**config.mk**
```make
export PLATFORM = sky130hd
export DESIGN_NAME = pc_counter
export DESIGN_NICKNAME = d
export VERILOG_FILES = /design/src/hdl/riscv_pkg.sv /design/src/hdl/pc_counter.sv
export VERILOG_INCLUDE_DIRS = /design/src /design/src/hdl
export SDC_FILE = /design/constraint.sdc
export NUM_CORES = 1
export LEC_CHECK = 0
export BUFFER_PORTS_ARGS = -buffer_cell sky130_fd_sc_hd__buf_2
export CAP_MARGIN = 5
export CORE_MARGIN = 3
export CORE_UTILIZATION = 51
export CTS_CLUSTER_DIAMETER = 80
export DETAILED_ROUTE_END_ITERATION = 16
export PLACE_DENSITY = 0.89
export SLEW_MARGIN = 20
export SYNTH_ARGS = -nofsm -noshare
export SYNTH_HDL_FRONTEND = slang
export SYNTH_SLANG_ARGS = --single-unit
```
**constraint.sdc**
```tcl
create_clock -name clk -period 2.3 [get_ports clk]
set_input_delay 0.23 -clock clk [delete_from_list [all_inputs] [get_ports clk]]
set_output_delay 0.23 -clock clk [all_outputs]
set_load 0.005 [all_outputs]
```
**src/hdl/riscv_defs.svh**
```systemverilog
`ifndef RISCV_DEFS_SVH
`define RISCV_DEFS_SVH

// data and address width
`define XLEN 32

// architectural register count, x0 included
`define GPR_NUM 32

// data memory depth in 32-bit words
`define DMEM_WORDS 256

// address of the first fetch after reset
`define RESET_PC 32'h0000_0000

`endif

```
**src/hdl/riscv_pkg.sv**
```systemverilog
`include "riscv_defs.svh"

package riscv_pkg;

    typedef logic [`XLEN-1:0] word_t;
    typedef logic [$clog2(`GPR_NUM)-1:0] gpr_addr_t;

    // major opcodes, insn[6:0]
    typedef enum logic [6:0] {
        OPC_OP_IMM = 7'b0010011,
        OPC_OP     = 7'b0110011,
        OPC_LUI    = 7'b0110111,
        OPC_AUIPC  = 7'b0010111,
        OPC_JAL    = 7'b1101111,
        OPC_JALR   = 7'b1100111,
        OPC_BRANCH = 7'b1100011,
        OPC_LOAD   = 7'b0000011,
        OPC_STORE  = 7'b0100011
    } opcode_e;

    typedef enum logic [3:0] {
        ALU_NOP, ALU_ADD, ALU_SUB, ALU_SLT, ALU_SLTU, ALU_AND,
        ALU_OR, ALU_XOR, ALU_SLL, ALU_SRL, ALU_SRA, ALU_PASS_B
    } alu_op_e;

    // nine encodings, so one bit more than a 3-bit field holds
    typedef enum logic [3:0] {
        MEM_NOP, MEM_LB, MEM_LH, MEM_LW, MEM_LBU, MEM_LHU,
        MEM_SB, MEM_SH, MEM_SW
    } mem_op_e;

    typedef enum logic [1:0] {
        NO_EXP,
        UNDEF_INSN
    } exp_code_e;

    typedef enum logic [1:0] {
        FETCH,
        EXEC,
        HALT
    } core_state_e;

endpackage

```
**src/hdl/pc_counter.sv**
```systemverilog
`include "riscv_defs.svh"

module pc_counter (
    input  logic             clk,
    input  logic             arst_n,
    input  logic             advance,
    input  logic             br_taken,
    input  riscv_pkg::word_t br_addr,
    output riscv_pkg::word_t pc
);

    always_ff @(posedge clk or negedge arst_n) begin
        if (!arst_n) begin
            pc <= `RESET_PC;
        end else if (advance) begin
            pc <= br_taken ? br_addr : pc + 32'd4; // jump or fall through
        end
    end

endmodule

```
==> results.toml <==
[final_layout]
insertedDiodeCount = 0
layout_common_cells = "67 x buf_2, 32 x dfrtp_1, 22 x nand2_1"
nNetsFinal = 348
top_register = "pc"
drive_gt1_frac = 0.2853
top_regs = "pc (32)"
n_fill_cell = 341
syn2layout_area_growth_pct = 21.40
layout_commonest_cell = "buf_2"
largest_reg_flops = 32

[die]
core_sq_um = 3826
die_h_microns = 70.51
rows = 22
start_util = 0.5546
die-area_sq_um = 4971
ios = 68
die_x_microns = 70.51

[yosys]
synth-seq-cells = 32
avgSynthCellArea_sq_um = 8.522
seq_area_frac_synth = 0.3774
synth_cell_types = 53
dominantRegCellSynth = "dfrtp_1"
synth_nets = 286
synth_area_sq_um = 2122
yosys_warnings = 0
netlist_instances = 249
async_reset_ff_frac = 1.000
synth_edf_count = 0

[detailed_routing]
wl_per_cell_microns = 17.28
firstDrtPassIters = 6
antenna_left = 0
wl_mm = 6.219
drt_iter0_markers = 231
dr_wl_met2_mm = 3.003
routed.top_layer = "met4"
post_drt_via_cell_ratio = 6.592
routed-wl-met3_microns = 597
vias = 2373
drc_errors = 0
wl_met1_mm = 2.513

[cts]
post_cts_buffers = 0
root_buffer = "clkbuf_8"
holdBufCountCts = 0
cts_resized = 0
cts_sinks = 32
cts_tree = "yes"
htreeDepth = 2
clockBufferDepth = 2
clk_pin_slew_worst_paths_ns = 0.07
numCtsBuffers = 5
insertion_delay_ns = 0.30

[timing]
whs_ns = -0.01751
slew_viol_final = 0
worst_pin_slew_ns = 0.7200
hold_viol = 32
clock_skew_ns = 0.007172
min_period_ns = 1.955
rsz0062_at_grt = "no"
fin_tns_setup_ns = 0
max_freq_ghz = 0.5115
period_share = 0.8499
maxSlewHeadroom = 0.5200
setup_violations = 0

[pwr]
p_total_w = 0.001681
p_leak_nw = 1.138
power_density_nw_per_um2 = 652.6
ir_drop_v = 0.0005456

[critical_path]
critPathRequiredTime_ns = 2.53
cp_data_arrival_time_ns = 2.19
path_depth = 5
crit_slowest_cell = "or4_4"
crit_type = "reg2reg"
critPathMaxFanout = 5
critical-path-max-stage-delay_ns = 0.57
crit_path_start_kind = "flip-flop"
rr_worst_depth = 5
path_cells = "ha_1 -> nand3_1 -> or4_4 -> o31ai_1 -> o311a_1"
end_kind = "flip-flop"
cpLargestDelayFamily = "simple AND/OR/NAND/NOR gates"
cp_num_buf_inv = 0

[hold_path]
hp-class = "in2async"

[global_route]
track_usage = 0.2466
grt_pass1_vias = 2136
grt_max_degree = 33
grt_pass1_wl_mm = 9.873
antenna_found_initial = 0
grt_overflow = 0

[outcome]
status = "complete, but fails checks"
violations = "negative hold slack"

[placed_design]
gp_congestion = 0.9929
dp_hpwl_mm = 4.355
portBuffers = 67

[flow_run]
maxCapViolCount = 0
[metal layers]
metal  vias up  global-route usage
met5         -                   0
met4         0              0.1021
met3        14             0.05899
met2       144              0.4127
met1      1127              0.3031
li1       1088                   -
[cells in the mapped netlist (all sizes together) (2+ instances only)]
cell type | instances | area share
and2 | 3 | 0.0088
nor2b | 3 | 0.0088
or3 | 5 | 0.015
nand3b | 2 | 0.0071
a22o | 7 | 0.029
clkbuf | 10 | 0.018
a22oi | 2 | 0.0071
o22ai | 3 | 0.0088
a311oi | 6 | 0.025
dfrtp | 32 | 0.38
nand4 | 13 | 0.041
nand2b | 2 | 0.0059
buf | 7 | 0.016
o311ai | 2 | 0.0083
a21oi | 19 | 0.045
and3 | 4 | 0.012
nand3 | 14 | 0.038
a211oi | 2 | 0.0071
or4 | 2 | 0.011
nor2 | 18 | 0.032
inv | 7 | 0.012
mux2i | 2 | 0.0094
o2111a | 2 | 0.011
o21ai | 15 | 0.035
nand2 | 22 | 0.039
a41o | 5 | 0.024
nor3 | 10 | 0.024
o31ai | 5 | 0.018
nor3b | 2 | 0.0071
nor4 | 7 | 0.034
[per-stage QoR]
step                hold WS (ns)  instance area [sq um]  utilization  setup WS, ns  std cells
global placement          0.3175                   2484       0.6491        0.4352        352
finish                  -0.01751                   2576       0.6733        0.3451        360
detailed placement        0.3205                   2484       0.6491        0.3833        352
CTS                    0.0004476                   2576       0.6733        0.3558        360
floorplan               -0.06559                   2122            -        0.5159        249
global route             0.02921                   2576       0.6733        0.2172        360
[final timing paths]
check	to	slack (ns)	from
worst max-delay path	pc[18]	0.35	pc[2]
worst min-delay path	pc[1]	-0.02	arst_n
worst max register to register	pc[18]	0.35	pc[2]
worst min register to register	pc[1]	0.48	pc[1]
max in group asynchronous	pc[25]	1.85	arst_n
min in group clk	pc[1]	0.13	br_addr[1]
[power breakdown]
group          switching (W)  internal (W)
Clock               0.000225      0.000239
Combinational       0.000247      0.000198
Sequential          0.000126      0.000645
Total               0.000599       0.00108
[cells by family after synthesis]
logic type / after synthesis / synth area share
AND/OR/NAND/NOR: 108 / 0.2860
AO/OA/AOI/OAI: 81 / 0.2701
flip-flops: 32 / 0.3774
buffers and inverters: 24 / 0.04599
multiplexers: 3 / 0.01474
adder cells (fa/ha/maj): 1 / 0.005895
[final cells by class]
cell class | instances | area, sq um | area share
clock buffers | 6 | 82.58 | 0.03205
clock inverters | 2 | 10.01 | 0.003885
inverters | 7 | 26.28 | 0.01020
multi-input cells | 193 | 1224 | 0.4750
flip-flops and latches | 32 | 800.8 | 0.3108
well taps | 48 | 60.06 | 0.02331
repair buffers | 72 | 372.9 | 0.1447
(Power assumes the default switching activity.)
