<file path="src/hdl/riscv_defs.svh">
`ifndef RISCV_DEFS_SVH
`define RISCV_DEFS_SVH

// data and address width
`define XLEN 32

// architectural register count, x0 included
`define GPR_NUM 32

// data memory depth in 32-bit words
`define DMEM_WORDS 256

// address of the first fetch after reset
`define RESET_PC 32'h0000_0000

`endif

</file>
<file path="src/hdl/riscv_pkg.sv">
`include "riscv_defs.svh"

package riscv_pkg;

    typedef logic [`XLEN-1:0] word_t;
    typedef logic [$clog2(`GPR_NUM)-1:0] gpr_addr_t;

    // major opcodes, insn[6:0]
    typedef enum logic [6:0] {
        OPC_OP_IMM = 7'b0010011,
        OPC_OP     = 7'b0110011,
        OPC_LUI    = 7'b0110111,
        OPC_AUIPC  = 7'b0010111,
        OPC_JAL    = 7'b1101111,
        OPC_JALR   = 7'b1100111,
        OPC_BRANCH = 7'b1100011,
        OPC_LOAD   = 7'b0000011,
        OPC_STORE  = 7'b0100011
    } opcode_e;

    typedef enum logic [3:0] {
        ALU_NOP, ALU_ADD, ALU_SUB, ALU_SLT, ALU_SLTU, ALU_AND,
        ALU_OR, ALU_XOR, ALU_SLL, ALU_SRL, ALU_SRA, ALU_PASS_B
    } alu_op_e;

    // nine encodings, so one bit more than a 3-bit field holds
    typedef enum logic [3:0] {
        MEM_NOP, MEM_LB, MEM_LH, MEM_LW, MEM_LBU, MEM_LHU,
        MEM_SB, MEM_SH, MEM_SW
    } mem_op_e;

    typedef enum logic [1:0] {
        NO_EXP,
        UNDEF_INSN
    } exp_code_e;

    typedef enum logic [1:0] {
        FETCH,
        EXEC,
        HALT
    } core_state_e;

endpackage

</file>
<file path="src/hdl/gpr_file.sv">
`include "riscv_defs.svh"

module gpr_file (
    input  logic                 clk,
    input  logic                 arst_n,
    input  riscv_pkg::gpr_addr_t rs1_addr,
    input  riscv_pkg::gpr_addr_t rs2_addr,
    output riscv_pkg::word_t     rs1_data,
    output riscv_pkg::word_t     rs2_data,
    input  logic                 we,
    input  riscv_pkg::gpr_addr_t rd_addr,
    input  riscv_pkg::word_t     rd_data,
    input  riscv_pkg::gpr_addr_t dbg_addr,
    output riscv_pkg::word_t     dbg_data
);

    riscv_pkg::word_t regs [`GPR_NUM];

    always_ff @(posedge clk or negedge arst_n) begin
        if (!arst_n) begin
            for (int i = 0; i < `GPR_NUM; i++) regs[i] <= '0;
        end else if (we && rd_addr != '0) begin // x0 never written
            regs[rd_addr] <= rd_data;
        end
    end

    assign rs1_data = regs[rs1_addr]; // async reads
    assign rs2_data = regs[rs2_addr];
    assign dbg_data = regs[dbg_addr];

endmodule

</file>
<file path="config.mk">
export PLATFORM = sky130hd
export DESIGN_NAME = gpr_file
export DESIGN_NICKNAME = d
export VERILOG_FILES = /design/src/hdl/riscv_pkg.sv /design/src/hdl/gpr_file.sv
export VERILOG_INCLUDE_DIRS = /design/src /design/src/hdl
export SDC_FILE = /design/constraint.sdc
export NUM_CORES = 2
export LEC_CHECK = 0
export BUFFER_PORTS_ARGS = -buffer_cell sky130_fd_sc_hd__buf_2
export CAP_MARGIN = 5
export CORE_MARGIN = 2
export CORE_UTILIZATION = 58
export DETAILED_ROUTE_END_ITERATION = 10
export GPL_TIMING_DRIVEN = 0
export HOLD_SLACK_MARGIN = 0.05
export PLACE_DENSITY = 0.78
export SYNTH_ARGS = -nofsm -noshare
export SYNTH_HDL_FRONTEND = slang
export SYNTH_SLANG_ARGS = --single-unit
</file>
<file path="constraint.sdc">
create_clock -name clk -period 1.71 [get_ports clk]
set_input_delay 0.2565 -clock clk [delete_from_list [all_inputs] [get_ports clk]]
set_output_delay 0.2565 -clock clk [all_outputs]
set_load 0.02 [all_outputs]
</file>
==> metrics.md <==
| Metric | Value |
|---|---|
| Measured slew at the worst slew-check pin | `1.07 ns` |
| CTS buffer count | `113` |
| Routed wire length | `289000 um` |
| Die area | `113000 um^2` |
| Final Critical Period | `2.70 ns` |
| Initial Utilization | `58.3%` |
| Largest regs | `regs: 1024 flops` |
| Post-route cell area | `76600 um^2` |
| Iter 0 DRT Violations | `8271` |
| Synth Area in Compound Gates | `9.16%` |
| Dpl ws | `-2.06 ns` |
| R2r startpoint | `regs[911]$_DFFE_PN0P_` |
| Post-synthesis mux area share | `41.3%` |
| Ranking of synthesized cells by area | `dfrtp_1, mux2i_1, mux2_2` |
| Syn Area/Cell | `11.1 um^2` |
| Yosys cell types | `29` |
| Post-synth top area share | `39.9%` |
| Startpoint Class | `input port` |
| Cell area after synthesis | `64200 um^2` |
| CP Cell Sequence | `buf_2 > nand2b_1 > clkbuf_1 > a21oi_1 > a31oi_4 > nand3_2 > buf_6` |
| Area post-placement | `67800 um^2` |
| Slowest cell on the critical path | `clkbuf_1` |
| Critical path endpoint category | `output pin` |
| CP arrival | `2.45 ns` |
| Crit Path Class | `in2out` |
| CTS tree | `yes` |
| Drt first pass iters | `8` |
| Static Leak | `36.1 nW` |
| Worst r2r path cells | `3` |
| Crit share post-route | `158%` |
| Die W | `337 um` |
| Finished Layout Cells | `7683` |
| Yosys Warn Count | `0` |
| WL per Instance | `37.6 um` |
| Top cells by count, synth | `mux2i_1, dfrtp_1, mux2_2` |
| Most used DFF post-synth | `dfrtp_1` |
| Via count | `55300` |
| Clk sinks | `1024` |
| Initial antenna violation count | `21` |
| Crit Path Max Fanout | `10` |
| Remaining global-route overflow | `0` |
| Synth Area in XOR/XNOR | `0%` |
| Worst Path Required | `1.45 ns` |
| Worst Setup Slack, final | `-0.992 ns` |
| Largest register by flop count | `regs` |
| Violated checks | `hold timing, setup timing` |
| Fin. max-slew vios | `0` |
| Yosys top cell by area | `dfrtp_1` |
| Placed cell count | `7410` |
| Core area | `110000 um^2` |
| Number of global-route vias before repair | `53400` |
| Htree depth | `3` |
| Worst Hold Class | `in2async` |
| Port-buffer cells | `145` |
| Fmax | `370 MHz` |
| Yosys reg bits | `1024` |
| Cells after synthesis | `5768` |
| Slew margin rel. | `28.8%` |
| Most common cell in the synthesized netlist | `mux2i_1` |
| Final ANT Viol Nets | `0` |
| Largest net degree at the start of global routing | `163` |
| Worst reg2reg endpoint | `regs[911]$_DFFE_PN0P_` |
| Pwr per Cell Area | `1070 nW/um^2` |
| R2r setup slk | `0.67 ns` |
| Std cell rows | `122` |
| Largest family of logic cells by synthesized area | `multiplexers` |
| GR Util All Layers | `50.0%` |
| Worst Skew | `0 ns` |
| Clk pin slew, worst setup/hold paths | `0.06 ns` |
| Clk Tree Root Cell | `clkbuf_16` |
| Power, Total | `0.0822 W` |
| Final setup viols | `365` |
| Simple logic cell fraction of the synthesized area | `5.27%` |
| Max VDD drop | `1.02 mV` |
| Final Hold Fails | `175` |
| CTS max path bufs | `3` |
| Seq/Total Area, Yosys | `39.9%` |
| Hold Slack | `-0.575 ns` |
| Post-synthesis adder-cell area fraction | `0%` |
| Max-Cap Viols | `0` |
| Max reg flops | `1024` |
| Worst-Skew Late Latency | `0.72 ns` |
| Die Y | `337 um` |
| Share of layout cells above drive strength 1 | `34.1%` |
| Io pins | `151` |
| Area Growth Syn to Fin | `19.2%` |
| Drt drc | `0` |
| Mapped Nets | `5823` |
| DP Wirelength | `211000 um` |
| # hold bufs at CTS | `32` |
| Vias/cell | `7.19` |
| First-pass GRT wire length | `399000 um` |
| Final Net Count | `6149` |
| Status | `finished with violations` |
| Final Util | `69.5%` |
| Ys async rst share | `100%` |
| Placer Congestion | `1.07` |
| Number of synthesized flops with an enable pin | `0` |
| RSZ-0062 raised after global routing | `yes` |
| CP peak stage delay | `0.69 ns` |
## layer usage
layer	vias up	GRT usage [%]	share of wire (%)
li1	22100	-	-
met1	27500	63.6	37
met2	4408	68.1	40
met3	1263	20.8	15
met4	12	36.0	8.8
met5	-	0	0.062
## power breakdown
group,switching [W],total (W),leakage (nW),internal (W)
Combinational,0.0122,0.0224,21.1,0.0102
Sequential,0.00517,0.0340,13.1,0.0288
Clock,0.0110,0.0259,1.87,0.0148
## placed cells by master, fill, tap and decap left out, types with 149 or more instances in the layout
master and n:
mux2_2 982, dfrtp_1 1024, buf_4 175, buf_2 149, nand3_1 176, buf_6 158, a21oi_1 288, clkbuf_1 177
mux2i_1 1533, a22o_1 192, a22oi_1 288, nand2_1 306
## kinds of logic (layout without fill, tap and decap cells)
group                  Yosys count  count (layout)
muxes                         2528            2528
other                            0              11
and+or+nand+nor                747             747
buffers and inverters          605            1021
AOI/OAI and AO/OA              864             864
DFF                           1024            1024
## cell type report
cell class / instances / area (um^2)
buffer: 602 / 3930
clock inverter: 38 / 423
clock buffer: 167 / 3390
sequential: 1024 / 25600
multi-input combinational: 4139 / 39200
antenna: 11 / 27.5
tap: 1488 / 1860
timing repair buffer: 214 / 2150
fill: 8250 / 33700
## how the worst max path moves through the flow
stage | startpoint | to | slack [ns] | cells after the start
floorplan | dbg_addr[1] | dbg_data[0] | -0.01 | 8
global placement | arst_n | regs[931]$_DFFE_PN0P_ | -21.94 | 1
detailed placement | rs1_addr[0] | rs1_data[12] | -2.06 | 9
CTS | regs[781]$_DFFE_PN0P_ | rs1_data[13] | -0.78 | 6
global route | regs[778]$_DFFE_PN0P_ | rs2_data[10] | -0.91 | 6
finish | dbg_addr[3] | dbg_data[12] | -0.99 | 7
## worst max-delay path: cells and delay by family
kind,cells,cell delay (ns)
buffers and inverters,3,1.07
AOI/OAI and AO/OA,2,0.70
and+or+nand+nor,2,0.42
## through the flow
stage	hold slack [ns]	setup TNS [ns]
2_1_floorplan	-0.0391	-0.460
3_3_place_gp	0.482	-
3_5_place_dp	0.276	-1110.22
4_1_cts	-0.469	-68.35
5_1_grt	-0.492	-75.28
6_report	-0.575	-86.12
## what timing repair did
| item | in CTS | in global routing |
|---|---|---|
| resized for setup | 921 | 126 |
| gates cloned | 3 | 0 |
| buffers inserted | 11 | 14 |
| endpoints found under the setup margin | 438 | 240 |
| pin swaps | 220 | 121 |
| hold endpoints to repair | 161 | 129 |
Power figures use the tool's default switching activity.
