File: src/hdl/riscv_defs.svh
`ifndef RISCV_DEFS_SVH
`define RISCV_DEFS_SVH

// data and address width
`define XLEN 32

// architectural register count, x0 included
`define GPR_NUM 32

// data memory depth in 32-bit words
`define DMEM_WORDS 256

// address of the first fetch after reset
`define RESET_PC 32'h0000_0000

`endif

File: src/hdl/riscv_pkg.sv
`include "riscv_defs.svh"

package riscv_pkg;

    typedef logic [`XLEN-1:0] word_t;
    typedef logic [$clog2(`GPR_NUM)-1:0] gpr_addr_t;

    // major opcodes, insn[6:0]
    typedef enum logic [6:0] {
        OPC_OP_IMM = 7'b0010011,
        OPC_OP     = 7'b0110011,
        OPC_LUI    = 7'b0110111,
        OPC_AUIPC  = 7'b0010111,
        OPC_JAL    = 7'b1101111,
        OPC_JALR   = 7'b1100111,
        OPC_BRANCH = 7'b1100011,
        OPC_LOAD   = 7'b0000011,
        OPC_STORE  = 7'b0100011
    } opcode_e;

    typedef enum logic [3:0] {
        ALU_NOP, ALU_ADD, ALU_SUB, ALU_SLT, ALU_SLTU, ALU_AND,
        ALU_OR, ALU_XOR, ALU_SLL, ALU_SRL, ALU_SRA, ALU_PASS_B
    } alu_op_e;

    // nine encodings, so one bit more than a 3-bit field holds
    typedef enum logic [3:0] {
        MEM_NOP, MEM_LB, MEM_LH, MEM_LW, MEM_LBU, MEM_LHU,
        MEM_SB, MEM_SH, MEM_SW
    } mem_op_e;

    typedef enum logic [1:0] {
        NO_EXP,
        UNDEF_INSN
    } exp_code_e;

    typedef enum logic [1:0] {
        FETCH,
        EXEC,
        HALT
    } core_state_e;

endpackage

File: src/hdl/exec_if.sv
interface exec_if;

    riscv_pkg::alu_op_e   alu_op;
    riscv_pkg::word_t     alu_in_0;   // rs1 or pc
    riscv_pkg::word_t     alu_in_1;   // rs2, immediate or 4
    riscv_pkg::mem_op_e   mem_op;
    riscv_pkg::word_t     store_data; // raw rs2, lanes placed by the lsu
    riscv_pkg::gpr_addr_t dst_addr;
    logic                 gpr_we_n;   // low = write rd

    modport dec (output alu_op, alu_in_0, alu_in_1, mem_op, store_data, dst_addr, gpr_we_n);

    modport exe (input alu_op, alu_in_0, alu_in_1);

    modport lsu (input mem_op, store_data, dst_addr, gpr_we_n);

endinterface

File: src/hdl/alu.sv
module alu (
    exec_if.exe              ex,
    output riscv_pkg::word_t result
);

    logic [4:0] shamt;

    assign shamt = ex.alu_in_1[4:0]; // rs2[4:0] or imm[4:0]

    always_comb begin
        case (ex.alu_op)
            riscv_pkg::ALU_ADD:    result = ex.alu_in_0 + ex.alu_in_1;
            riscv_pkg::ALU_SUB:    result = ex.alu_in_0 - ex.alu_in_1;
            riscv_pkg::ALU_SLT: begin
                result = {31'b0, $signed(ex.alu_in_0) < $signed(ex.alu_in_1)};
            end
            riscv_pkg::ALU_SLTU:   result = {31'b0, ex.alu_in_0 < ex.alu_in_1};
            riscv_pkg::ALU_AND:    result = ex.alu_in_0 & ex.alu_in_1;
            riscv_pkg::ALU_OR:     result = ex.alu_in_0 | ex.alu_in_1;
            riscv_pkg::ALU_XOR:    result = ex.alu_in_0 ^ ex.alu_in_1;
            riscv_pkg::ALU_SLL:    result = ex.alu_in_0 << shamt;
            riscv_pkg::ALU_SRL:    result = ex.alu_in_0 >> shamt;
            riscv_pkg::ALU_SRA:    result = $signed(ex.alu_in_0) >>> shamt; // keeps sign
            riscv_pkg::ALU_PASS_B: result = ex.alu_in_1;
            default:               result = '0; // nop
        endcase
    end

endmodule

File: src/flat_wrapper.sv
// flat-port wrapper written by rule: the top's interface ports become plain ports
module alu_flat 
  (result, ex_alu_op, ex_alu_in_0, ex_alu_in_1);
  exec_if ex_i ();
  output riscv_pkg::word_t result;
  input wire logic [$bits(ex_i.alu_op)-1:0] ex_alu_op;
  input wire logic [$bits(ex_i.alu_in_0)-1:0] ex_alu_in_0;
  input wire logic [$bits(ex_i.alu_in_1)-1:0] ex_alu_in_1;
  assign ex_i.alu_op = ex_alu_op;
  assign ex_i.alu_in_0 = ex_alu_in_0;
  assign ex_i.alu_in_1 = ex_alu_in_1;
  alu u_core (.ex(ex_i), .result(result));
endmodule
File: config.mk
export PLATFORM = sky130hd
export DESIGN_NAME = alu_flat
export DESIGN_NICKNAME = d
export VERILOG_FILES = /design/src/hdl/riscv_pkg.sv /design/src/hdl/exec_if.sv /design/src/hdl/alu.sv /design/src/flat_wrapper.sv
export VERILOG_INCLUDE_DIRS = /design/src /design/src/hdl
export SDC_FILE = /design/constraint.sdc
export NUM_CORES = 1
export LEC_CHECK = 0
export BUFFER_PORTS_ARGS = -buffer_cell sky130_fd_sc_hd__buf_2
export CORE_MARGIN = 4
export CORE_UTILIZATION = 40
export DETAILED_ROUTE_END_ITERATION = 8
export GPL_TIMING_DRIVEN = 0
export SYNTH_ARGS = -nofsm -noshare
export SYNTH_HDL_FRONTEND = slang
export SYNTH_SLANG_ARGS = --single-unit
File: constraint.sdc
create_clock -name vclk -period 5
set_input_delay 1 -clock vclk [all_inputs]
set_output_delay 1 -clock vclk [all_outputs]
set_load 0.01 [all_outputs]
==> flow_summary.toml <==
[outcome]
status = "finished with violations"
failed_checks = "negative setup slack"

[finish]
final_layout_size_suffix_gt1_frac = 0.228
clock_buffers = 0
seq_cells = 0
area_growth_syn_to_layout_pct = 19.0
register_area_um2 = 0
multi_input_area_mm2 = 0.00875
final-instance-count-excl-fill = 1760
finalNetCount = 1649
antenna_cells = 0
final_cell_mix = "155 x sky130_fd_sc_hd__nor2_1, 109 x sky130_fd_sc_hd__nand2_1, 108 x sky130_fd_sc_hd__a21oi_1, 103 x sky130_fd_sc_hd__buf_2, 94 x sky130_fd_sc_hd__ha_1"
mostFrequentLayoutCell = "sky130_fd_sc_hd__nor2_1"
fillCellCount = 2384

[yosys]
cell_variety_after_synth = 91
post_synth.cell_area_avg_um2 = 6.87
ys.warnings.count = 0
post_synth_inst_count = 1344
syn_area_mm2 = 0.00924
synth-seq-area-share = 0
synth_nets = 1516

[timing]
period_minus_ws_final_ps = 5100
timing.fmax_ghz = 0.196
setup_repair_after_global_routing_missed_its_margin = "true"
final-max-slew-violation-count = 0
timing.final.setup_violations = 4
worst-slew-pin-transition_ps = 990
layout_setup_ws_ps = -104
timing_hold_violations_final = 0
post-route-period-util = 1.02
timing.slew.headroom = 0.338

[floorplan]
floorplan.io_pins = 100
floorplan.initialDensity = 0.407
area_enclosed_by_the_die_boundary_mm2 = 0.0256
floorplan.rows = 55
coreArea_mm2 = 0.0227
chipHeight_um = 160
die_width_um = 160

[power]
vdd.ir_drop.worst_mv = 0.0604
power.static_leakage_uw = 0.00468
power_per_cell_area_mw_per_mm2 = 126

[drt]
drt-total-wl_um = 54500
via_count = 12500
drtIter0Drc = 1541
drt.antenna.violating_nets = 0
avgRoutedWirePerCell_um = 31.0
drt_first_pass_iters = 6
drc_errors = 0
avgViaCountPerCell = 7.09

[grt]
initial_antenna_violation_count = 0
groute.usage.overall = 0.397
pin_count_of_the_biggest_net_entering_global_routing = 20
grt_pass1_vias = 11500
first_pass_grt_wire_length_um = 77900
grt_residual_overflow = 0

[placement]
placedCellCount = 1729
place_hpwl_um = 43000
preCtsSetupSlack_ps = -1280
finalWeightedCongestion = 1.04
place.port_buffers = 100

[worst_hold_path]
worst_hold_path_type = "in -> out"

[critical_path]
timing.setup.critical_path_class = "in -> out"
worst_path_dominant_cell_family = "buffers and inverters"
crit_fanout = 10
cp_slowest_cell = "sky130_fd_sc_hd__nor3_2"
slowest_delay_ps = 710
worstPathBufferInverterCount = 4
cp_required_ps = 4000
path_cells = "buf_2 > clkbuf_1 > nand2b_1 > nor3_2 > clkbuf_1 > a22oi_1 > o211ai_1 > a21o_1 > buf_2"
cp-end-kind = "output port"
timing.critical_path.arrival_ps = 4100
critical_path.startpoint_type = "primary input"

[run]
cap_violations = 0
[what timing repair did]
action | in CTS | in global routing
endpoints found under the hold margin | 0 | 0
setup buffers | 27 | 11
pin swaps | 23 | 26
hold buffers | 0 | 0
resized for setup | 93 | 78
setup endpoints to repair | 32 | 24
[final cells by class]
type / instances / area share
multi-input cells: 1138 / 0.795
repair buffers: 138 / 0.0762
plain buffers: 104 / 0.0605
inverters: 95 / 0.0354
well taps: 285 / 0.0324
[metal layers]
metal / up-vias / track usage / routed length (um)
li1: 5351 / - / -
met1: 6023 / 0.542 / 21800
met2: 944 / 0.623 / 23800
met3: 163 / 0.0800 / 6290
met4: 0 / 0.145 / 2570
met5: - / 0 / 0
[cells in the mapped netlist, types with 22 or more instances]
cell type | n | share of area
sky130_fd_sc_hd__buf_2 | 22 | 0.012
sky130_fd_sc_hd__inv_1 | 93 | 0.038
sky130_fd_sc_hd__nor3_1 | 22 | 0.012
sky130_fd_sc_hd__nand2_1 | 109 | 0.044
sky130_fd_sc_hd__mux2i_1 | 37 | 0.040
sky130_fd_sc_hd__o21ai_0 | 90 | 0.049
sky130_fd_sc_hd__nor2_1 | 157 | 0.064
sky130_fd_sc_hd__nand3_1 | 33 | 0.018
sky130_fd_sc_hd__ha_1 | 102 | 0.14
sky130_fd_sc_hd__clkbuf_1 | 69 | 0.028
sky130_fd_sc_hd__o211ai_1 | 38 | 0.031
sky130_fd_sc_hd__mux4_2 | 39 | 0.095
sky130_fd_sc_hd__a22oi_1 | 26 | 0.021
sky130_fd_sc_hd__a21oi_1 | 119 | 0.064
sky130_fd_sc_hd__a221oi_1 | 22 | 0.021
[where the power goes]
group	switching (uW)	total, uW	internal, uW
clock	0	0	0
combinational	879	1380	501
sequential	0	0	0
[worst paths after layout]
check / startpoint / endpoint / slack [ps] / depth (start not counted)
setup / recovery: ex_alu_op[1] / result[13] / -100 / 9
hold / removal: ex_alu_in_1[14] / result[14] / 2470 / 6
[through the flow]
stage / instance area [um^2] / utilization / hold WS, ps / power, uW / TNS, ps
finish: 11000 / 0.484 / 2470 / 1380 / -133
global route: 11000 / 0.484 / 2530 / 1440 / -378
CTS: 10700 / 0.471 / 2480 / 1290 / 0
detailed placement: 10100 / 0.445 / 2480 / 1200 / -22480
global placement: 10100 / 0.445 / 2480 / 1200 / -22420
floorplan: 9250 / - / 2240 / 755 / 0
[cell families after synthesis]
group / share of synthesized area
muxes: 0.161
xor gates and xnor gates: 0.00664
adders and majority gates: 0.143
and+or+nand+nor: 0.216
buffers and inverters: 0.0925
AOI/OAI and AO/OA: 0.382
[tightest hold or removal path: cells and delay by family]
kind / cells / cell delay [ps]
simple gates: 1 / 50
compound gates: 3 / 180
buf+inv: 2 / 230
Power figures use the tool's default switching activity.
