[src/hdl/riscv_defs.svh]
`ifndef RISCV_DEFS_SVH
`define RISCV_DEFS_SVH

// data and address width
`define XLEN 32

// architectural register count, x0 included
`define GPR_NUM 32

// data memory depth in 32-bit words
`define DMEM_WORDS 256

// address of the first fetch after reset
`define RESET_PC 32'h0000_0000

`endif

[src/hdl/riscv_pkg.sv]
`include "riscv_defs.svh"

package riscv_pkg;

    typedef logic [`XLEN-1:0] word_t;
    typedef logic [$clog2(`GPR_NUM)-1:0] gpr_addr_t;

    // major opcodes, insn[6:0]
    typedef enum logic [6:0] {
        OPC_OP_IMM = 7'b0010011,
        OPC_OP     = 7'b0110011,
        OPC_LUI    = 7'b0110111,
        OPC_AUIPC  = 7'b0010111,
        OPC_JAL    = 7'b1101111,
        OPC_JALR   = 7'b1100111,
        OPC_BRANCH = 7'b1100011,
        OPC_LOAD   = 7'b0000011,
        OPC_STORE  = 7'b0100011
    } opcode_e;

    typedef enum logic [3:0] {
        ALU_NOP, ALU_ADD, ALU_SUB, ALU_SLT, ALU_SLTU, ALU_AND,
        ALU_OR, ALU_XOR, ALU_SLL, ALU_SRL, ALU_SRA, ALU_PASS_B
    } alu_op_e;

    // nine encodings, so one bit more than a 3-bit field holds
    typedef enum logic [3:0] {
        MEM_NOP, MEM_LB, MEM_LH, MEM_LW, MEM_LBU, MEM_LHU,
        MEM_SB, MEM_SH, MEM_SW
    } mem_op_e;

    typedef enum logic [1:0] {
        NO_EXP,
        UNDEF_INSN
    } exp_code_e;

    typedef enum logic [1:0] {
        FETCH,
        EXEC,
        HALT
    } core_state_e;

endpackage

[src/hdl/core_fsm.sv]
module core_fsm (
    input  logic                 clk,
    input  logic                 arst_n,
    input  riscv_pkg::word_t     insn_in,
    output riscv_pkg::word_t     insn,
    input  riscv_pkg::exp_code_e exp_in,
    output logic                 retire,
    output logic                 halted,
    output riscv_pkg::exp_code_e exp_code
);

    riscv_pkg::core_state_e state;

    always_ff @(posedge clk or negedge arst_n) begin
        if (!arst_n) begin
            state    <= riscv_pkg::FETCH;
            exp_code <= riscv_pkg::NO_EXP;
        end else begin
            case (state)
                riscv_pkg::FETCH: state <= riscv_pkg::EXEC;
                riscv_pkg::EXEC: begin
                    if (exp_in != riscv_pkg::NO_EXP) begin
                        state    <= riscv_pkg::HALT; // sticky until reset
                        exp_code <= exp_in;
                    end else begin
                        state <= riscv_pkg::FETCH;
                    end
                end
                default: state <= riscv_pkg::HALT;
            endcase
        end
    end

    // instruction register, loaded at the FETCH edge
    always_ff @(posedge clk) begin
        if (state == riscv_pkg::FETCH) insn <= insn_in;
    end

    assign retire = (state == riscv_pkg::EXEC) && (exp_in == riscv_pkg::NO_EXP);
    assign halted = (state == riscv_pkg::HALT);

endmodule

[config.mk]
export PLATFORM = sky130hd
export DESIGN_NAME = core_fsm
export DESIGN_NICKNAME = d
export VERILOG_FILES = /design/src/hdl/riscv_pkg.sv /design/src/hdl/core_fsm.sv
export VERILOG_INCLUDE_DIRS = /design/src /design/src/hdl
export SDC_FILE = /design/constraint.sdc
export NUM_CORES = 1
export LEC_CHECK = 0
export CORE_AREA = 8 8 57 59
export DETAILED_ROUTE_END_ITERATION = 8
export DIE_AREA = 0 0 65 67
export DONT_BUFFER_PORTS = 1
export HOLD_SLACK_MARGIN = 0.15
export SYNTH_ARGS = -nofsm -noshare
export SYNTH_HDL_FRONTEND = slang
export SYNTH_SLANG_ARGS = --single-unit
[constraint.sdc]
create_clock -name clk -period 2.5 [get_ports clk]
set_input_delay 0.5 -clock clk [delete_from_list [all_inputs] [get_ports clk]]
set_output_delay 0.5 -clock clk [all_outputs]
set_load 0.005 [all_outputs]
==> flow_summary.toml, run 1 <==
[yosys]
synthAdderAreaFrac_pct = 0
syn-cell-area_um2 = 1150
synth_compound_area_share_pct = 2.176
yosys.area_share.simple_pct = 5.550
synth_seq_area_share_pct = 92.27
synth_top_family_by_area = "simple AND/OR/NAND/NOR gates"
synthesis.instances = 47
yosysWarningCount = 0
synthDistinctLibCells = 10
avgSynthCellArea_um2 = 24.46
muxShareOfSynthArea_pct = 0
ys_ff_latch = 36
synth_nets = 83
synth_xor_area_share_pct = 0

[sta]
finClkSkew_ns = 0.008930
slew_violations = 0
final.period_utilization_pct = 67.44
finalSetupViolCount = 0
hold_viol_final = 0
period_needed_ns = 1.686
hold_ws_ns = 0.2587
fmax_mhz = 593.1
slew_headroom_pct = 59.47
grt_setup_unrepaired = "no"
worstMarginPinSlew_ns = 0.6073
finalSetupTns_ns = 0

[global_routing]
antenna_found_initial = 0
grtUsageMet1_pct = 9.016
grt_max_degree = 21
grt.met2_usage_pct = 17.52
grt_usage_pct = 10.74
use_met3_pct = 9.899
grt_pass1_wl_um = 3277
grt_pass1_vias = 548
busiest_layer = "met2"
grt_overflow = 0

[die]
start_util_pct = 48.62
fp.dieArea_um2 = 4355
io_pins = 72
core_area_um2 = 2365
die_x_um = 65
rows = 18
die_h_um = 67

[detailed_routing]
via_count = 464
drtPass1Iterations = 4
vias_per_cell = 5.333
wire_per_inst_um = 26.49
drc = 0
routed_wirelength_um = 2305
antenna_left = 0
drt_first_iter_violations = 10

[placement]
place_inst = 78
routabilityCongestion = 0.7455
io_buffers = 0
dpl.hpwl_um = 1876

[clocking]
cts.repair.resized = 0
clockBufferDepth = 2
clk_latency_ns = 0.33
postCtsHoldBufs = 1
cts_tree = "done"
clk_pin_slew_ns = 0.10
post_cts_buffers = 0
cts_buffers = 5
htreeDepth = 2
clockRootBuffer = "clkbuf_4"
clock_sinks = 36

[min_path]
min-delay-start = "insn_in[26]"
hold_class = "in -> reg"

[cells_and_area]
final_cell_mix = "edfxtp_1, clkbuf_4, dfrtp_1, nand3b_1, a22o_2"
drive_gt1_share_pct = 22.81
area_growth_pct = 10.12
nFillCells = 197
fin_nets = 92
postLayoutCoreUtil_pct = 53.55
num_antenna_cells = 0
fin_cells = 87
layout_commonest_cell = "edfxtp_1"

[worst_setup_path]
critPathLaunch = "state[0]"
arrival_ns = 1.19
crit-reg2reg-launch = "state[1]"
cp.required_ns = 2.00
critPathKind = "reg -> out"
critPathCaptureType = "primary output"
cp-start-kind = "flip-flop"
worstPathMaxFanout = 7

[pwr]
power_leakage_nw = 0.4093
power_w = 0.001047
power_density_nw_per_um2 = 826.8
peakVddDrop_uv = 475.6

[run_status]
status = "complete, no violations"

[run]
drv_cap = 0
[routing by layer]
layer  vias up  part of all wire, %
met5         -                    0
met4         0                 0.61
met3         2                   14
met2        46                   53
met1       215                   32
li1        201                    -
[layout make-up]
cell class	instances	area (um2)	share of cell area, %
clock buffer	7	55.05	4.348
sequential	36	1061	83.79
tap	30	37.54	2.964
timing repair buffer	2	17.52	1.383
multi-input combinational	11	91.34	7.213
clock inverter	1	3.754	0.2964
[final timing paths]
path                       cells after the start          end  slack, ns
setup reg to reg                               2      insn[6]       0.82
max in group asynchronous                      1  exp_code[0]       1.89
hold reg to reg                                1  exp_code[1]       0.57
hold / removal                                 0     insn[26]       0.26
setup / recovery                               2       retire       0.81
min in group asynchronous                      1  exp_code[1]       0.44
[Yosys cell counts]
cell	number	area (um2)
nor3b_2	1	12.51
and2b_2	1	8.760
nand3b_1	2	15.01
nand2b_1	1	6.260
nor2b_4	1	13.76
dfrtp_1	4	100.1
nor2_1	2	7.510
edfxtp_1	32	960.9
a22o_2	2	20.02
o21ai_0	1	5.000
[metrics by stage]
| step | setup slack, ns | cell area, um2 |
|---|---|---|
| global route | 0.6509 | 1266 |
| CTS | 0.7828 | 1266 |
| floorplan | 0.2748 | 1150 |
| global placement | 0.9190 | 1197 |
| finish | 0.8140 | 1266 |
| detailed placement | 0.7979 | 1197 |
[power breakdown]
part / internal [W] / switching (W) / leakage, nW
registers: 0.000692 / 0.0000238 / 0.338
clock network: 0.000135 / 0.000166 / 0.0329
logic: 0.0000140 / 0.0000170 / 0.0387
total: 0.000841 / 0.000206 / 0.409
[registers in the layout, summed over array words and instances, names as in the netlist]
signal	count
insn	32
exp_code	2
state	2
[cell families after synthesis]
group            count (synthesis)
AO/OA/AOI/OAI                    3
flip-flops                      36
AND/OR/NAND/NOR                  8
[critical path, cell delays in order, from the launching register on]
cell and delay (ns):
dfrtp_1 0.47, nor2b_4 0.19, nor3b_2 0.20
No activity file was read; power rests on OpenSTA's default activity.
==> inputs of run 2 (changes only) <==
- PLACE_DENSITY: unset -> 0.66
- clock period: 2.5 -> 1.4 ns (I/O delays scaled with it)
==> run 2 against run 1 <==
Critical path depth unchanged. Count of clock-buffer cells in the layout decreased by 2. Routed wire length increased by 21%. Register-to-register slack got worse by 0.66 ns. Non-clock buffer count increased by 39. First-iteration DRC count increased by 10%. Critical endpoint unchanged. Clock skew decreased by 0.0020 ns. Largest power group unchanged. Flip-flop and latch count unchanged. Clock power increased by 75%. Global-route usage increased by 2.1 points. Die area unchanged. Critical path type unchanged. Final area increased by 33%.
==> flow_summary.toml, run 2 (same netlist as run 1, synthesis figures left out) <==
[placement]
dp_slack_ns = 0.2660
routabilityCongestion = 0.6310
dpl.hpwl_um = 1784
dpl_cell_area_um2 = 1235
io_buffers = 0

[clocking]
clk_pin_slew_ns = 0.11
clock_sinks = 36
cts_buffers = 5
clockBufferDepth = 2
cts_tree = "done"
htreeDepth = 2
clk_latency_ns = 0.33
clockRootBuffer = "clkbuf_4"

[worst_setup_path]
r2r_cells = 3
r2r-end = "insn[10]"
cp-start-kind = "flip-flop"
worstPathMaxFanout = 4
arrival_ns = 1.10
critPathLaunch = "state[1]"
rrSetupSlack_ns = 0.16
setup.worst_path.end = "retire"
critPathKind = "reg -> out"
crit-reg2reg-launch = "state[0]"
critPathCaptureType = "primary output"
cp.required_ns = 1.12

[die]
fp.dieArea_um2 = 4355
start_util_pct = 48.62
core_area_um2 = 2365
die_x_um = 65
die_h_um = 67
rows = 18
io_pins = 72

[sta]
finalSetupTns_ns = 0
slew_violations = 0
worst_slack_ns = 0.01652
worstMarginPinSlew_ns = 0.1854
finalSetupViolCount = 0
hold_viol_final = 0
finClkSkew_ns = 0.006907
hold_ws_ns = 0.1681
slew_headroom_pct = 87.60
grt_setup_unrepaired = "yes"
final.period_utilization_pct = 98.82
fmax_mhz = 722.8
period_needed_ns = 1.383

[global_routing]
grt_max_degree = 17
grt_pass1_wl_um = 3946
grt_usage_pct = 12.84
antenna_found_initial = 0
grt_pass1_vias = 685
grt_overflow = 0

[detailed_routing]
drt_first_iter_violations = 11
antenna_left = 0
via_count = 617
vias_per_cell = 4.897
routed_wirelength_um = 2780
drtPass1Iterations = 4
wire_per_inst_um = 22.06
drc = 0

[cells_and_area]
final_cell_mix = "dlygate4sd3_1, edfxtp_1, clkbuf_4, buf_4"
drive_gt1_share_pct = 22.92
regMostFlops = "insn"
stdcell_area_um2 = 1680
largest_reg_flops = 32
layout_commonest_cell = "dlygate4sd3_1"
area_growth_pct = 46.14
fin_nets = 131
num_antenna_cells = 0
top_regs = "insn (32), exp_code (2), state (2)"

[pwr]
power_leakage_nw = 0.5880
peakVddDrop_uv = 1036
power_density_nw_per_um2 = 1166

[min_path]
hold_class = "in -> reg"

[run_status]
status = "complete, no violations"

[run]
drv_cap = 0
-- run 2: critical path, stage by stage, from the launching register on --
cell and delay, ns:
dfrtp_2 0.45, nor2b_4 0.14, nor3b_4 0.20
-- run 2: how the worst min path moves through the flow --
| stage | startpoint | end | slack [ns] | depth (start not counted) |
|---|---|---|---|---|
| 3_5_place_dp | arst_n | exp_code[0] | -0.02 | 0 |
| 2_1_floorplan | arst_n | exp_code[0] | -0.02 | 0 |
| 3_3_place_gp | arst_n | exp_code[0] | -0.02 | 0 |
| 6_report | exp_in[0] | exp_code[1] | 0.17 | 2 |
| 5_1_grt | exp_in[0] | exp_code[1] | 0.16 | 2 |
| 4_1_cts | exp_in[0] | exp_code[1] | 0.15 | 2 |
-- run 2: metrics by stage --
stage | instances | util, % | total power (W)
3_3_place_gp | 79 | 52.22 | 0.001367
3_5_place_dp | 79 | 52.22 | 0.001368
4_1_cts | 125 | 70.48 | 0.001987
2_1_floorplan | 47 | - | 0.001329
5_1_grt | 126 | 71.06 | 0.002039
6_report | 126 | 71.06 | 0.001960
-- run 2: per-layer routing --
metal	vias up	GRT usage [%]	wire, um
li1	280	-	-
met1	293	11.83	896
met2	42	21.86	1505
met3	2	8.893	365
met4	0	4.905	12
met5	-	0	0
-- run 2: layout make-up --
| cell class | instances | area (um2) |
|---|---|---|
| Multi-Input combinational cell | 11 | 102.6 |
| Tap cell | 30 | 37.54 |
| Sequential cell | 36 | 1064 |
| Clock buffer | 5 | 37.54 |
| Timing Repair Buffer | 41 | 420.4 |
| Fill cell | 156 | 684.4 |
| Clock inverter | 3 | 18.77 |
-- run 2: what timing repair did --
item	CTS	global route
endpoints found under the setup margin	1	1
hold endpoints to repair	39	0
hold buffers	35	0
setup buffers	3	1
resized for setup	2	1
-- run 2: report_power, final --
part           leakage (nW)  internal (W)  total [W]  switching, W
sequential            0.336       0.00124    0.00127     0.0000383
clock                0.0349      0.000193   0.000524      0.000332
combinational         0.217      0.000107   0.000162     0.0000554
total                 0.588       0.00153    0.00196      0.000425
